## src/design/mwfifo_macros.svh

```systemverilog
`ifndef MWFIFO_MACROS_SVH
`define MWFIFO_MACROS_SVH

// Width of one FIFO entry in bits
`define MWFIFO_DWIDTH 32

// Total entries over all four banks, a multiple of 4
`define MWFIFO_DEPTH 8

// Producer write lanes, also the number of banks
`define MWFIFO_WLANES 4

// Consumer read lanes
`define MWFIFO_RLANES 2

`endif

```

## src/design/mwfifo_pkg.sv

```systemverilog
`include "mwfifo_macros.svh"

package mwfifo_pkg;

  typedef logic [`MWFIFO_DWIDTH-1:0] entry_t;

  // Lower lane is the older entry
  typedef struct packed {
    logic [`MWFIFO_WLANES-1:0] valid;
    entry_t                    data3;
    entry_t                    data2;
    entry_t                    data1;
    entry_t                    data0;
  } wr_lanes_t;

  typedef struct packed {
    logic [`MWFIFO_RLANES-1:0] valid;
    entry_t                    data1;
    entry_t                    data0;
  } rd_lanes_t;

  typedef struct packed {
    logic full;
    logic left1_full;
    logic left2_full;
    logic left3_full;
    logic empty;
    logic left1_empty;
    logic idle;
  } fill_flags_t;

endpackage

```

## src/design/fifo_flopped.sv

```systemverilog
`timescale 1ns/1ns

module fifo_flopped #(
  parameter type payload_t = logic [31:0],
  parameter int  DEPTH     = 2
) (
  input  logic     clk,
  input  logic     rst_n,
  input  logic     single_push,
  input  payload_t fifo_in_data,
  input  logic     single_pop,
  output payload_t fifo_out_data,
  output logic     fifo_full,
  output logic     fifo_empty,
  output logic     fifo_idle
);

  localparam int AW = (DEPTH > 1) ? $clog2(DEPTH) : 1;
  localparam int CW = $clog2(DEPTH + 1);

  payload_t        mem [DEPTH];
  logic [AW-1:0]   wr_ptr;
  logic [AW-1:0]   rd_ptr;
  logic [CW-1:0]   count;
  logic            do_push;
  logic            do_pop;

  function automatic logic [AW-1:0] next_ptr(input logic [AW-1:0] p);
    next_ptr = (p == AW'(DEPTH - 1)) ? '0 : p + 1'b1;
  endfunction

  assign fifo_full  = (count == CW'(DEPTH));
  assign fifo_empty = (count == '0);
  assign fifo_idle  = fifo_empty && !single_push && !single_pop;

  // Overflow and underflow requests are dropped
  assign do_push = single_push && !fifo_full;
  assign do_pop  = single_pop && !fifo_empty;

  // Head is read straight from the array
  assign fifo_out_data = mem[rd_ptr];

  always_ff @(posedge clk) begin
    if (do_push) begin
      mem[wr_ptr] <= fifo_in_data;
    end
  end

  always_ff @(posedge clk or negedge rst_n) begin
    if (!rst_n) begin
      wr_ptr <= '0;
      rd_ptr <= '0;
      count  <= '0;
    end else begin
      if (do_push) begin
        wr_ptr <= next_ptr(wr_ptr);
      end
      if (do_pop) begin
        rd_ptr <= next_ptr(rd_ptr);
      end
      case ({do_push, do_pop})
        2'b10:   count <= count + 1'b1;
        2'b01:   count <= count - 1'b1;
        default: count <= count;
      endcase
    end
  end

endmodule

```

## src/design/fifo_flopped_4w2r.sv

```systemverilog
`timescale 1ns/1ns
`include "mwfifo_macros.svh"

module fifo_flopped_4w2r (
  input  logic                      clk,
  input  logic                      rst_n,
  input  mwfifo_pkg::wr_lanes_t     push_lanes,
  input  logic                      pop0,
  input  logic                      pop1,
  output mwfifo_pkg::entry_t        out_data0,
  output mwfifo_pkg::entry_t        out_data1,
  output mwfifo_pkg::fill_flags_t   flags
);

  localparam int NBANK     = `MWFIFO_WLANES;
  localparam int DEPTH_SUB = `MWFIFO_DEPTH / NBANK;

  mwfifo_pkg::entry_t lane_data [NBANK];
  mwfifo_pkg::entry_t bank_in   [NBANK];
  mwfifo_pkg::entry_t bank_out  [NBANK];
  logic [NBANK-1:0]   bank_push;
  logic [NBANK-1:0]   bank_pop;
  logic [NBANK-1:0]   bank_full;
  logic [NBANK-1:0]   bank_empty;
  logic [NBANK-1:0]   bank_idle;

  logic [1:0] push_ptr;
  logic [1:0] push_ptr_nxt;
  logic [2:0] push_cnt;
  logic [1:0] pop_ptr;
  logic [1:0] pop_ptr_p1;
  logic [1:0] pop_ptr_nxt;
  logic [2:0] full_cnt;
  logic [2:0] busy_cnt;

  assign lane_data[0] = push_lanes.data0;
  assign lane_data[1] = push_lanes.data1;
  assign lane_data[2] = push_lanes.data2;
  assign lane_data[3] = push_lanes.data3;

  // Push start pointer moves by the number of entries written
  always_comb begin
    push_cnt = '0;
    for (int k = 0; k < NBANK; k++) begin
      push_cnt = push_cnt + 3'(push_lanes.valid[k]);
    end
  end

  assign push_ptr_nxt = push_ptr + push_cnt[1:0];

  // Pop start pointer moves by one or two
  assign pop_ptr_p1  = pop_ptr + 2'd1;
  assign pop_ptr_nxt = pop1 ? pop_ptr + 2'd2 : pop_ptr_p1;

  always_ff @(posedge clk or negedge rst_n) begin
    if (!rst_n) begin
      push_ptr <= '0;
      pop_ptr  <= '0;
    end else begin
      if (|push_lanes.valid) begin
        push_ptr <= push_ptr_nxt;
      end
      if (pop0) begin
        pop_ptr <= pop_ptr_nxt;
      end
    end
  end

  // Lane k lands on bank push_ptr+k
  always_comb begin
    logic [1:0] lane;
    for (int b = 0; b < NBANK; b++) begin
      lane         = 2'(b) - push_ptr;
      bank_push[b] = push_lanes.valid[lane];
      bank_in[b]   = lane_data[lane];
      bank_pop[b]  = (pop0 && (2'(b) == pop_ptr)) || (pop1 && (2'(b) == pop_ptr_p1));
    end
  end

  // Oldest entry sits in the bank at the pop pointer
  assign out_data0 = bank_out[pop_ptr];
  assign out_data1 = bank_out[pop_ptr_p1];

  // Banks differ by at most one entry, so counting banks is enough
  always_comb begin
    full_cnt = '0;
    busy_cnt = '0;
    for (int b = 0; b < NBANK; b++) begin
      full_cnt = full_cnt + 3'(bank_full[b]);
      busy_cnt = busy_cnt + 3'(!bank_empty[b]);
    end
  end

  assign flags.full        = (full_cnt == 3'd4);
  assign flags.left1_full  = (full_cnt == 3'd3);
  assign flags.left2_full  = (full_cnt == 3'd2);
  assign flags.left3_full  = (full_cnt == 3'd1);
  assign flags.empty       = (busy_cnt == 3'd0);
  assign flags.left1_empty = (busy_cnt == 3'd1);
  assign flags.idle        = &bank_idle;

  // Bank b holds entries b, b+4, b+8 ...
  for (genvar b = 0; b < NBANK; b++) begin : g_bank
    fifo_flopped #(
      .payload_t (mwfifo_pkg::entry_t),
      .DEPTH     (DEPTH_SUB)
    ) u_bank (
      .clk           (clk),
      .rst_n         (rst_n),
      .single_push   (bank_push[b]),
      .fifo_in_data  (bank_in[b]),
      .single_pop    (bank_pop[b]),
      .fifo_out_data (bank_out[b]),
      .fifo_full     (bank_full[b]),
      .fifo_empty    (bank_empty[b]),
      .fifo_idle     (bank_idle[b])
    );
  end

endmodule

```

## src/design/mwfifo_top.sv

```systemverilog
`timescale 1ns/1ns

module mwfifo_top (
  input  logic                  clk,
  input  logic                  rst_n,
  input  mwfifo_pkg::wr_lanes_t wr,
  output logic                  in_ready,
  output mwfifo_pkg::rd_lanes_t rd,
  input  logic                  rd_ready,
  output logic                  idle
);

  mwfifo_pkg::wr_lanes_t   push_lanes;
  mwfifo_pkg::fill_flags_t flags;
  mwfifo_pkg::entry_t      out_data0;
  mwfifo_pkg::entry_t      out_data1;
  logic                    pop0;
  logic                    pop1;

  assign idle = flags.idle;

  wide_push_packer u_packer (
    .wr         (wr),
    .flags      (flags),
    .in_ready   (in_ready),
    .push_lanes (push_lanes)
  );

  fifo_flopped_4w2r u_core (
    .clk        (clk),
    .rst_n      (rst_n),
    .push_lanes (push_lanes),
    .pop0       (pop0),
    .pop1       (pop1),
    .out_data0  (out_data0),
    .out_data1  (out_data1),
    .flags      (flags)
  );

  pop_issuer u_pop (
    .flags     (flags),
    .out_data0 (out_data0),
    .out_data1 (out_data1),
    .rd_ready  (rd_ready),
    .pop0      (pop0),
    .pop1      (pop1),
    .rd        (rd)
  );

endmodule

```

## src/design/pop_issuer.sv

```systemverilog
`timescale 1ns/1ns

module pop_issuer (
  input  mwfifo_pkg::fill_flags_t flags,
  input  mwfifo_pkg::entry_t      out_data0,
  input  mwfifo_pkg::entry_t      out_data1,
  input  logic                    rd_ready,
  output logic                    pop0,
  output logic                    pop1,
  output mwfifo_pkg::rd_lanes_t   rd
);

  logic [1:0] rd_valid;

  // Second lane needs at least two entries
  assign rd_valid[0] = !flags.empty;
  assign rd_valid[1] = !flags.empty && !flags.left1_empty;

  assign rd.valid = rd_valid;
  assign rd.data0 = out_data0;
  assign rd.data1 = out_data1;

  // pop1 never rises without pop0
  assign pop0 = rd_valid[0] && rd_ready;
  assign pop1 = rd_valid[1] && rd_ready;

endmodule

```

## src/design/wide_push_packer.sv

```systemverilog
`timescale 1ns/1ns
`include "mwfifo_macros.svh"

module wide_push_packer (
  input  mwfifo_pkg::wr_lanes_t   wr,
  input  mwfifo_pkg::fill_flags_t flags,
  output logic                    in_ready,
  output mwfifo_pkg::wr_lanes_t   push_lanes
);

  localparam int NLANE = `MWFIFO_WLANES;

  mwfifo_pkg::entry_t in_data     [NLANE];
  mwfifo_pkg::entry_t packed_data [NLANE];
  logic [NLANE-1:0]   packed_valid;

  assign in_data[0] = wr.data0;
  assign in_data[1] = wr.data1;
  assign in_data[2] = wr.data2;
  assign in_data[3] = wr.data3;

  // Any bank full blocks the whole group
  assign in_ready = !(flags.full || flags.left1_full ||
                      flags.left2_full || flags.left3_full);

  // Each valid lane goes to the slot given by the valid lanes below it
  always_comb begin
    logic [2:0] cnt;
    cnt = '0;
    for (int j = 0; j < NLANE; j++) begin
      packed_data[j] = '0;
    end
    for (int i = 0; i < NLANE; i++) begin
      if (wr.valid[i]) begin
        packed_data[cnt[1:0]] = in_data[i];
        cnt = cnt + 3'd1;
      end
    end
    for (int j = 0; j < NLANE; j++) begin
      packed_valid[j] = (3'(j) < cnt);
    end
  end

  assign push_lanes.valid = in_ready ? packed_valid : '0;
  assign push_lanes.data0 = packed_data[0];
  assign push_lanes.data1 = packed_data[1];
  assign push_lanes.data2 = packed_data[2];
  assign push_lanes.data3 = packed_data[3];

endmodule

```

## config.mk

```make
export PLATFORM = sky130hd
export DESIGN_NAME = mwfifo_top
export DESIGN_NICKNAME = d
export VERILOG_FILES = /design/src/design/mwfifo_pkg.sv /design/src/design/fifo_flopped.sv /design/src/design/fifo_flopped_4w2r.sv /design/src/design/mwfifo_top.sv /design/src/design/pop_issuer.sv /design/src/design/wide_push_packer.sv
export VERILOG_INCLUDE_DIRS = /design/src /design/src/design
export SDC_FILE = /design/constraint.sdc
export NUM_CORES = 1
export LEC_CHECK = 0
export BUFFER_PORTS_ARGS = -buffer_cell sky130_fd_sc_hd__buf_2
export CORE_ASPECT_RATIO = 0.7
export CORE_UTILIZATION = 25
export DETAILED_ROUTE_END_ITERATION = 12
export GPL_TIMING_DRIVEN = 0
export MAX_ROUTING_LAYER = met4
export PLACE_DENSITY = 0.45
export SLEW_MARGIN = 40
export SYNTH_ARGS = -nofsm -noshare
export SYNTH_HDL_FRONTEND = slang
export SYNTH_SLANG_ARGS = --single-unit
```

## constraint.sdc

```tcl
create_clock -name clk -period 14.8 [get_ports clk]
set_clock_uncertainty 0.05 [all_clocks]
set_input_delay 2.96 -clock clk [delete_from_list [all_inputs] [get_ports clk]]
set_output_delay 2.96 -clock clk [all_outputs]
set_load 0.02 [all_outputs]
```

### Word-level counts from Yosys, hierarchy flattened

Memory sizes are Yosys's and may differ from the RTL's.
Cells that the tools add are included.
W data, S select, Z words.

| storage, ports and cells | value |
|---|---|
| register bits | 20 |
| RAM bits | 256 |
| bits of input ports | 135 |
| output and inout port bits | 68 |
| word-level logic and storage cells | 239 |
| memories kept | 4 |

Memory list:

| name | depth | bits a word | rd ports | clocked after memory_dff | write ports | RTL line | text |
|---|---|---|---|---|---|---|---|
| u_core.g_bank[0].u_bank.mem | 2 | 32 | 1 | 0 | 1 | fifo_flopped.sv:21 | `payload_t mem [DEPTH];` |
| u_core.g_bank[1].u_bank.mem | 2 | 32 | 1 | 0 | 1 | fifo_flopped.sv:21 |  |
| u_core.g_bank[2].u_bank.mem | 2 | 32 | 1 | 0 | 1 | fifo_flopped.sv:21 |  |
| u_core.g_bank[3].u_bank.mem | 2 | 32 | 1 | 0 | 1 | fifo_flopped.sv:21 |  |

| operators by class | value |
|---|---|
| add/subtract/negate cells | 35 |
| magnitude comparators | 20 |
| equal/unequal tests | 23 |
| multiplexer cells | 65 |
| bitwise logic cells | 9 |
| reductions and logical operators | 69 |

Operators with widths:

| kind | count |
|---|---|
| $mux W32 | 16 |
| $bmux W32 S2 | 6 |
| $bwmux W128 | 3 |
| $mux W128 | 3 |
| $demux W32 S2 | 3 |
| $logic_and A1 B1 Y1 | 30 |
| $ge A3 B3 Y1 const B | 9 |
| $not A2 Y3 | 8 |
| $mux W1 | 21 |
| $logic_not A1 Y1 | 19 |
| $eq A2 B2 Y1 const B | 8 |
| $pmux W2 S2 | 4 |
| $add A3 B1 Y3 | 4 |
| $logic_not A2 Y1 | 6 |
| $lt A2 B3 Y1 const B | 4 |
| $add A2 B1 Y2 const B | 5 |
| $lt A3 B1 Y1 const B | 3 |
| $mux W3 | 3 |
| $add A1 B1 Y1 const B | 8 |
| $bmux W1 S2 | 4 |
| $eq A2 B1 Y1 const B | 4 |
| $eq A2 B2 Y1 const A | 4 |
| $reduce_bool A2 Y1 | 4 |
| $sub A2 B1 Y2 const B | 4 |
| 21 further kinds | 38 |

### Logic depth before layout (Yosys ltp)

Gate-level depths: netlist of run 1.

| depth | value |
|---|---|
| depth in word-level cells | 15 |
| mapped depth | 17 |
| gate-level depth less buffers | 16 |

### Cells and area by module

From an unflattened synthesis of run 1, not the netlist that was laid out.

| second synthesis, totals | value |
|---|---|
| cells, all modules | 1316 |
| area total of the unflattened synthesis | 18617.9 µm² |

Modules (own cells, without submodules):

| module | instances | cells an instance | area each (µm²) | seq. area each (µm²) |
|---|---|---|---|---|
| fifo_flopped | 4 | 119 | 2537.4 | 2021.9 |
| fifo_flopped_4w2r | 1 | 287 | 5200.0 | 100.1 |
| wide_push_packer | 1 | 485 | 2761.4 | 0.0 |
| pop_issuer | 1 | 68 | 506.7 | 0.0 |

### Worst setup path after synthesis of run 1

No wires, ideal clock.

| timing path | value |
|---|---|
| kind | input -> output |
| start point | in wr[128] (netlist name) |
| end point | out idle |
| arrival | 5845 ps |
| required time | 11790 ps |
| setup slack | 5945 ps |
| stages | 12 |
| buffers on the path | 3 |
| path through | buf_4 > buf_2 > inv_1 > ha_1 > nor2b_1 > or2_2 > ha_1 > and2_1 > buf_4 > xnor2_4 > a31oi_1 > a2111oi_1 |

| on the way | value |
|---|---|
| cells in the longest elaborated chain, start to end | 15 |
| elaborated cells on any way between the ends | 33 |
| classes of those cells | add/sub: 3; order compare: 4; mux: 13; reduce/logical: 13 |

Ends and longest elaborated chain:

| item | RTL line | text |
|---|---|---|
| start, declared | mwfifo_top.sv:6 | `input mwfifo_pkg::wr_lanes_t wr,` |
| $mux W1 (*) | wide_push_packer.sv:34 | `if (wr.valid[i]) begin` |
| $add A1 B1 Y2 | wide_push_packer.sv:36 | `cnt = cnt + 3'd1;` |
| $mux W3 (*) | wide_push_packer.sv:34 |  |
| $add A3 B1 Y3 | wide_push_packer.sv:36 |  |
| $mux W3 (*) | wide_push_packer.sv:34 |  |
| $add A3 B1 Y3 | wide_push_packer.sv:36 |  |
| $mux W3 (*) | wide_push_packer.sv:34 |  |
| $lt A1 B3 Y1 / $lt A2 B3 Y1 (equally long branches) | wide_push_packer.sv:40 | `packed_valid[j] = (3'(j) < cnt);` |
| $mux W4 (*) | wide_push_packer.sv:44 | `assign push_lanes.valid = in_ready ? packed_valid : '0;` |
| $bmux W1 S2 | fifo_flopped_4w2r.sv:74 | `bank_push[b] = push_lanes.valid[lane];` |
| $mux W1 (not written as such) | fifo_flopped_4w2r.sv:74 |  |
| $logic_not A1 Y1 | fifo_flopped.sv:34 | `assign fifo_idle = fifo_empty && !single_push && !single_pop;` |
| $logic_and A1 B1 Y1 (2 in series) | fifo_flopped.sv:34 |  |
| $reduce_and A4 Y1 (*) | fifo_flopped_4w2r.sv:100 | `assign flags.idle = &bank_idle;` |
| end, declared | mwfifo_top.sv:10 | `output logic idle` |

Mark *: on every way between the ends. The rest lies on a longest branch, timed or not. The select of a mux whose other input is x is not followed.

### Worst setup path after layout of run 1

Ends and elaborated chain as after synthesis.

==> impl_metrics.json, run 1 <==
{
  "rsz0062_at_grt": "no",
  "synth.avg_cell_area_um2": 11.52,
  "syn_area_um2": 18090,
  "worst_pin_slew_ps": 980.0,
  "hold_viol_final": 0,
  "antenna_found_initial": 17,
  "numCtsBuffers": 31,
  "slowest_stage": "ha_1",
  "swShare_pct": 47.36,
  "nets": 1992,
  "end_kind": "primary output",
  "area_growth_pct": 20.78,
  "final_common_cell": "buf_2",
  "ant_nets": 0,
  "coreArea_um2": 71610,
  "gp_congestion": 0.9971,
  "seq_area_um2": 8188,
  "synth_nets": 1728,
  "crit_type": "input port to primary output",
  "routedWlPerCell_um": 32.72,
  "grt_overflow": 0,
  "clk_latency_ps": 610,
  "p_leak_nw": 7.975,
  "grt_max_degree": 21,
  "finalHoldWorstSlack_ps": 441.2,
  "track_usage_pct": 25.48,
  "relSlewSlack_pct": 34.66,
  "cap_violations": 0,
  "wirelength_um": 92910,
  "dpl.hpwl_um": 70620,
  "cts_tree": "built",
  "clkPwrFrac_pct": 12.4,
  "post-cts-setup-buffers": 0,
  "seqPwrFrac_pct": 24.7,
  "hp-class": "flip-flop to flip-flop",
  "setup_violations": 0,
  "dieArea_um2": 73470,
  "internal_power_mw": 3.415,
  "async_flop_share_pct": 7.246,
  "p_sw_mw": 3.073,
  "synth_cells": 1570,
  "chipHeight_um": 227.1,
  "drive_gt1_share_pct": 32.92,
  "fmax_mhz": 102.2,
  "cp.arrival_ps": 6770,
  "period_share_pct": 66.10,
  "ys_seq_elements": 276,
  "ys_seq_area_share_pct": 45.26,
  "start_kind": "input port",
  "finalSetupTns_ps": 0,
  "nFillCells": 7427,
  "crit_chain": "buf_2 > buf_4 > buf_2 > inv_1 > ha_1 > buf_4 > xor2_2 > ha_1 > and2_1 > buf_4 > xnor2_4 > a31oi_1 > a2111oi_1 > buf_2",
  "min_period_ps": 9783,
  "cts_resized": 0,
  "yosysWarningCount": 0,
  "route.detailed.drc": 0,
  "synth_largest_area_cell": "edfxtp_1",
  "power.total_mw": 6.488,
  "start_util_pct": 25.26,
  "power_density_nw_per_um2": 296.9,
  "ctsHoldBuffers": 0,
  "cp_max_fo": 10,
  "synth_area_leaders": "edfxtp_1 42%, mux4_2 9.0%, mux2_2 8.3%",
  "synth_edf_count": 256,
  "grt_pass1_wl_um": 125500,
  "ir_drop_mv": 0.1122,
  "pwr-share-comb_pct": 62.9,
  "vias": 16310,
  "status": "complete, no violations",
  "mostFrequentLayoutCells": "257 x buf_2, 256 x edfxtp_1, 134 x mux2_2",
  "ios": 203,
  "grt_pass1_vias": 15880,
  "drt_iter0_drc": 2175,
  "htreeDepth": 1,
  "multi_input_area_um2": 9193,
  "cts_buffer_depth": 3,
  "first_pass_iters": 6,
  "synth_flop_cell": "edfxtp_1",
  "netlist.area_leader.share_pct": 42.49,
  "final_max_slew_viol_count": 0,
  "port_buffers": 202,
  "viasPerCell": 5.745,
  "clock_sinks": 276,
  "max_stage_delay_ps": 510,
  "fp-row-count": 82,
  "ys_types": 72,
  "clk_pin_slew_ps": 60,
  "fp.dieW_um": 323.5,
  "clockRootBuffer": "clkbuf_16",
  "crit_required_ps": 11790
}
## cell families (layout without fill, tap and decap cells)
group,after synthesis,in the layout,synth area share [%]
compound gates,466,466,18.04
buf+inv,178,467,4.267
fa+ha+maj,23,23,1.757
flops,276,276,45.26
other cells,0,14,0
mux,259,259,20.24
xor+xnor,27,27,1.452
simple gates,341,341,8.997
## synthesized netlist by cell type (all sizes together), types with 19 or more instances
cell / count
a221oi: 41
and3: 57
mux4: 72
nor3: 32
mux2: 134
a211oi: 25
nor2: 129
o31ai: 33
edfxtp: 256
dfrtp: 20
clkbuf: 85
ha: 19
buf: 68
nand2: 66
o21ai: 70
a31oi: 55
mux2i: 53
a21oi: 122
inv: 24
a221o: 31
## state kept, by name, indices dropped and copies added, names as in the netlist
signal and count:
u_core.push_ptr 2, u_core.g_bank.u_bank.wr_ptr 4, u_core.pop_ptr 2, u_core.g_bank.u_bank.mem 256, u_core.g_bank.u_bank.count 8, u_core.g_bank.u_bank.rd_ptr 4
## per-stage QoR
stage	setup WS [ps]	instances	area [um^2]	utilization, %
3_3_place_gp	2500	2738	20310	28.36
4_1_cts	5056	2824	21800	30.44
3_5_place_dp	5070	2766	20760	28.99
6_report	5017	2839	21850	30.51
2_1_floorplan	5945	1570	18090	-
5_1_grt	4837	2838	21850	30.51
## routing by layer
layer  GRT usage [%]  wire [um]  share of wire [%]
met5               -          0                  0
met4           6.649       2720                2.9
met3           6.921      10150                 11
met2           35.49      37940                 41
met1           36.02      42090                 45
## critical path, delay by kind of cell
kind,cells,cell delay (ps)
buf+inv,7,1470
fa+ha+maj,2,860
compound gates,2,840
xor+xnor,2,460
simple gates,1,190
## final cells by class
class                   count  area share (%)
diodes                     14          0.1603
plain buffers             153           3.304
clock buffers              34           3.601
clock inverters            24           1.139
inverters                  25          0.4294
multi-input cells        1116           42.07
flip-flops and latches    276           37.47
well taps                 966           5.531
repair buffers            231           6.298
## worst paths after layout
check	start	end	slack, ps	depth (start not counted)
max	wr[128]	idle	5020	14
min	u_core.g_bank[1].u_bank.count[1]	u_core.g_bank[1].u_bank.count[1]	440	1
max reg2reg	u_core.g_bank[0].u_bank.count[0]	u_core.g_bank[2].u_bank.mem[1][10]	10320	18
min reg2reg	u_core.g_bank[1].u_bank.count[1]	u_core.g_bank[1].u_bank.count[1]	440	1
max in group asynchronous	rst_n	u_core.g_bank[0].u_bank.rd_ptr	12080	1
min in group asynchronous	rst_n	u_core.g_bank[2].u_bank.wr_ptr	2270	1
## power by group through the flow
| stage | Clock (mW) | Sequential [mW] | Combinational [mW] |
|---|---|---|---|
| 2_1_floorplan | 0 | 1.60 | 2.40 |
| 5_1_grt | 0.850 | 1.64 | 4.31 |
| 3_3_place_gp | 0 | 1.67 | 3.81 |
| 6_report | 0.806 | 1.60 | 4.08 |
| 3_5_place_dp | 0 | 1.62 | 4.05 |
| 4_1_cts | 0.824 | 1.60 | 4.06 |
Note: power is estimated with default switching activity, not from simulation.
==> run 2, diff against run 1 <==
PLACE_DENSITY = 0.46   (was 0.45)
clock period = 8.24 ns   (was 14.8 ns; I/O delays follow)
==> run 2 against run 1 <==
- routed wire length fell by 2.0%
- critical path depth did not move
- worst setup slack worse by 3800 ps
- non-clock buffer count is the same
- critical endpoint unchanged
- largest cell class unchanged
- largest power group unchanged
- highest routed layer unchanged
==> impl_metrics.json, run 2 (synthesis gave the netlist of run 1 again) <==
{
  "status": "complete, no violations",
  "grt_use_met2_pct": 35.37,
  "vias": 16440,
  "routedWlPerCell_um": 32.12,
  "drive_gt1_share_pct": 32.56,
  "track_usage_pct": 25.02,
  "clk_latency_ps": 600,
  "grt_pass1_vias": 15650,
  "antenna_found_initial": 10,
  "worst_r2r_path_depth": 17,
  "mostFrequentLayoutCells": "259 x buf_2, 256 x edfxtp_1, 134 x mux2_2",
  "ios": 203,
  "hp-class": "flip-flop to flip-flop",
  "dpl.hpwl_um": 68890,
  "end_kind": "primary output",
  "numCtsBuffers": 31,
  "chipHeight_um": 227.1,
  "setup_violations": 0,
  "cts_tree": "built",
  "largest_reg_flops": 256,
  "nets": 1992,
  "crit_required_ps": 6540,
  "crit_type": "input port to primary output",
  "r2r_start": "u_core.g_bank[0].u_bank.count[0]",
  "cts_resized": 0,
  "wirelength_um": 91020,
  "cp_max_fo": 10,
  "fp-row-count": 82,
  "min_period_ps": 7016,
  "r2r-end": "u_core.g_bank[2].u_bank.mem[1][9]",
  "min-delay-start": "u_core.g_bank[1].u_bank.count[1]",
  "worst_pin_slew_ps": 977.0,
  "fp.dieW_um": 323.5,
  "area_growth_pct": 20.51,
  "grt_overflow": 0,
  "coreArea_um2": 71610,
  "clockRootBuffer": "clkbuf_16",
  "final_common_cell": "buf_2",
  "rsz0062_at_grt": "no",
  "htreeDepth": 1,
  "cap_violations": 0,
  "fin_ws_ps": 1224,
  "reg2reg_slack_ps": 3760,
  "finalHoldWorstSlack_ps": 432.8,
  "largest-register": "u_core.g_bank.u_bank.mem",
  "dieArea_um2": 73470,
  "port_buffers": 202,
  "gp_congestion": 1.025,
  "whs_endpoint": "u_core.g_bank[1].u_bank.count[1]",
  "relSlewSlack_pct": 34.86,
  "finalSetupTns_ps": 0,
  "start_util_pct": 25.26,
  "cp.arrival_ps": 5320,
  "ir_drop_mv": 0.2710,
  "viasPerCell": 5.801,
  "clock_sinks": 276,
  "holdPathStages": 1,
  "ctsHoldBuffers": 0,
  "clk_pin_slew_ps": 60,
  "post-cts-setup-buffers": 0,
  "drt_iter0_drc": 2394,
  "pre_cts_slack_ps": 1253,
  "cts_buffer_depth": 3,
  "globalRouteMet1Util_pct": 35.55,
  "busiest_layer": "met1",
  "grt_max_degree": 21,
  "power_density_nw_per_um2": 529.7,
  "p_leak_nw": 7.961,
  "reg.largest.list": "u_core.g_bank.u_bank.mem x256, u_core.g_bank.u_bank.count x8",
  "nFillCells": 7404,
  "ant_nets": 0,
  "first_pass_iters": 6,
  "period_share_pct": 85.15,
  "grt_pass1_wl_um": 123500,
  "start_kind": "input port",
  "route.detailed.drc": 0,
  "gr-usage-met3_pct": 6.779,
  "hold_viol_final": 0,
  "final_max_slew_viol_count": 0,
  "fmax_mhz": 142.5
}
-- run 2: changes by cell type in the layout (fill, tap and decap cells not counted), moves of 3 or more --
cell        change
clkbuf_1        +6
clkbuf_2        -5
inv_6           -5
clkinv_2        +4
diode_2         -4
clkbuf_8        +3
clkinv_1        -3
clkinvlp_4      -3
-- run 2: where the power goes --
| part | total (mW) | switching, mW | internal, mW | leakage [nW] |
|---|---|---|---|---|
| Clock | 1.37 | 0.595 | 0.778 | 0.496 |
| Combinational | 7.30 | 4.67 | 2.63 | 4.84 |
| Sequential | 2.87 | 0.178 | 2.70 | 2.62 |
| Total | 11.5 | 5.45 | 6.10 | 7.96 |
-- run 2: final cells by class --
cell class              count  area [um^2]  area share (%)
diodes                     10        25.02          0.1148
plain buffers             153        715.7           3.282
clock buffers              40        839.6           3.851
clock inverters            17        148.9          0.6829
inverters                  25        93.84          0.4304
multi-input cells        1116         9188           42.14
flip-flops and latches    276         8188           37.55
well taps                 966         1209           5.543
repair buffers            231         1396           6.404
-- run 2: metal layers --
layer	up-vias	part of all wire, %	routed length [um]
met5	-	0	0
met4	0	2.4	2170
met3	144	11	10260
met2	1072	41	37650
met1	8418	45	40930
li1	6807	-	-
-- run 2: stage by stage --
step | cell area (um^2) | cells | utilization [%] | total power [mW]
floorplan | 18090 | 1570 | - | 7.183
finish | 21800 | 2834 | 30.45 | 11.55
global route | 21800 | 2833 | 30.44 | 12.09
detailed placement | 20780 | 2767 | 29.02 | 10.14
CTS | 21770 | 2824 | 30.40 | 11.55
global placement | 20310 | 2738 | 28.36 | 9.782
-- run 2: how the worst max path moves through the flow --
stage	from	slack, ps	end
final	wr[128]	1220	idle
after global routing	wr[128]	950	idle
after CTS	wr[128]	1230	idle
after global placement	wr[128]	-2410	u_core.g_bank[2].u_bank.mem[1][13]
after floorplan	wr[128]	1480	u_core.g_bank[2].u_bank.mem[1][0]
after detailed placement	wr[128]	1250	idle
-- run 2: worst max-delay path, stage by stage --
cell       delay (ps)
buf_2             110
buf_4             170
buf_2             300
inv_1             120
ha_1              330
buf_4             230
xor2_2            240
ha_1              550
and2_1            200
buf_4             220
xnor2_4           200
a31oi_1           310
a2111oi_1         420
buf_2             250
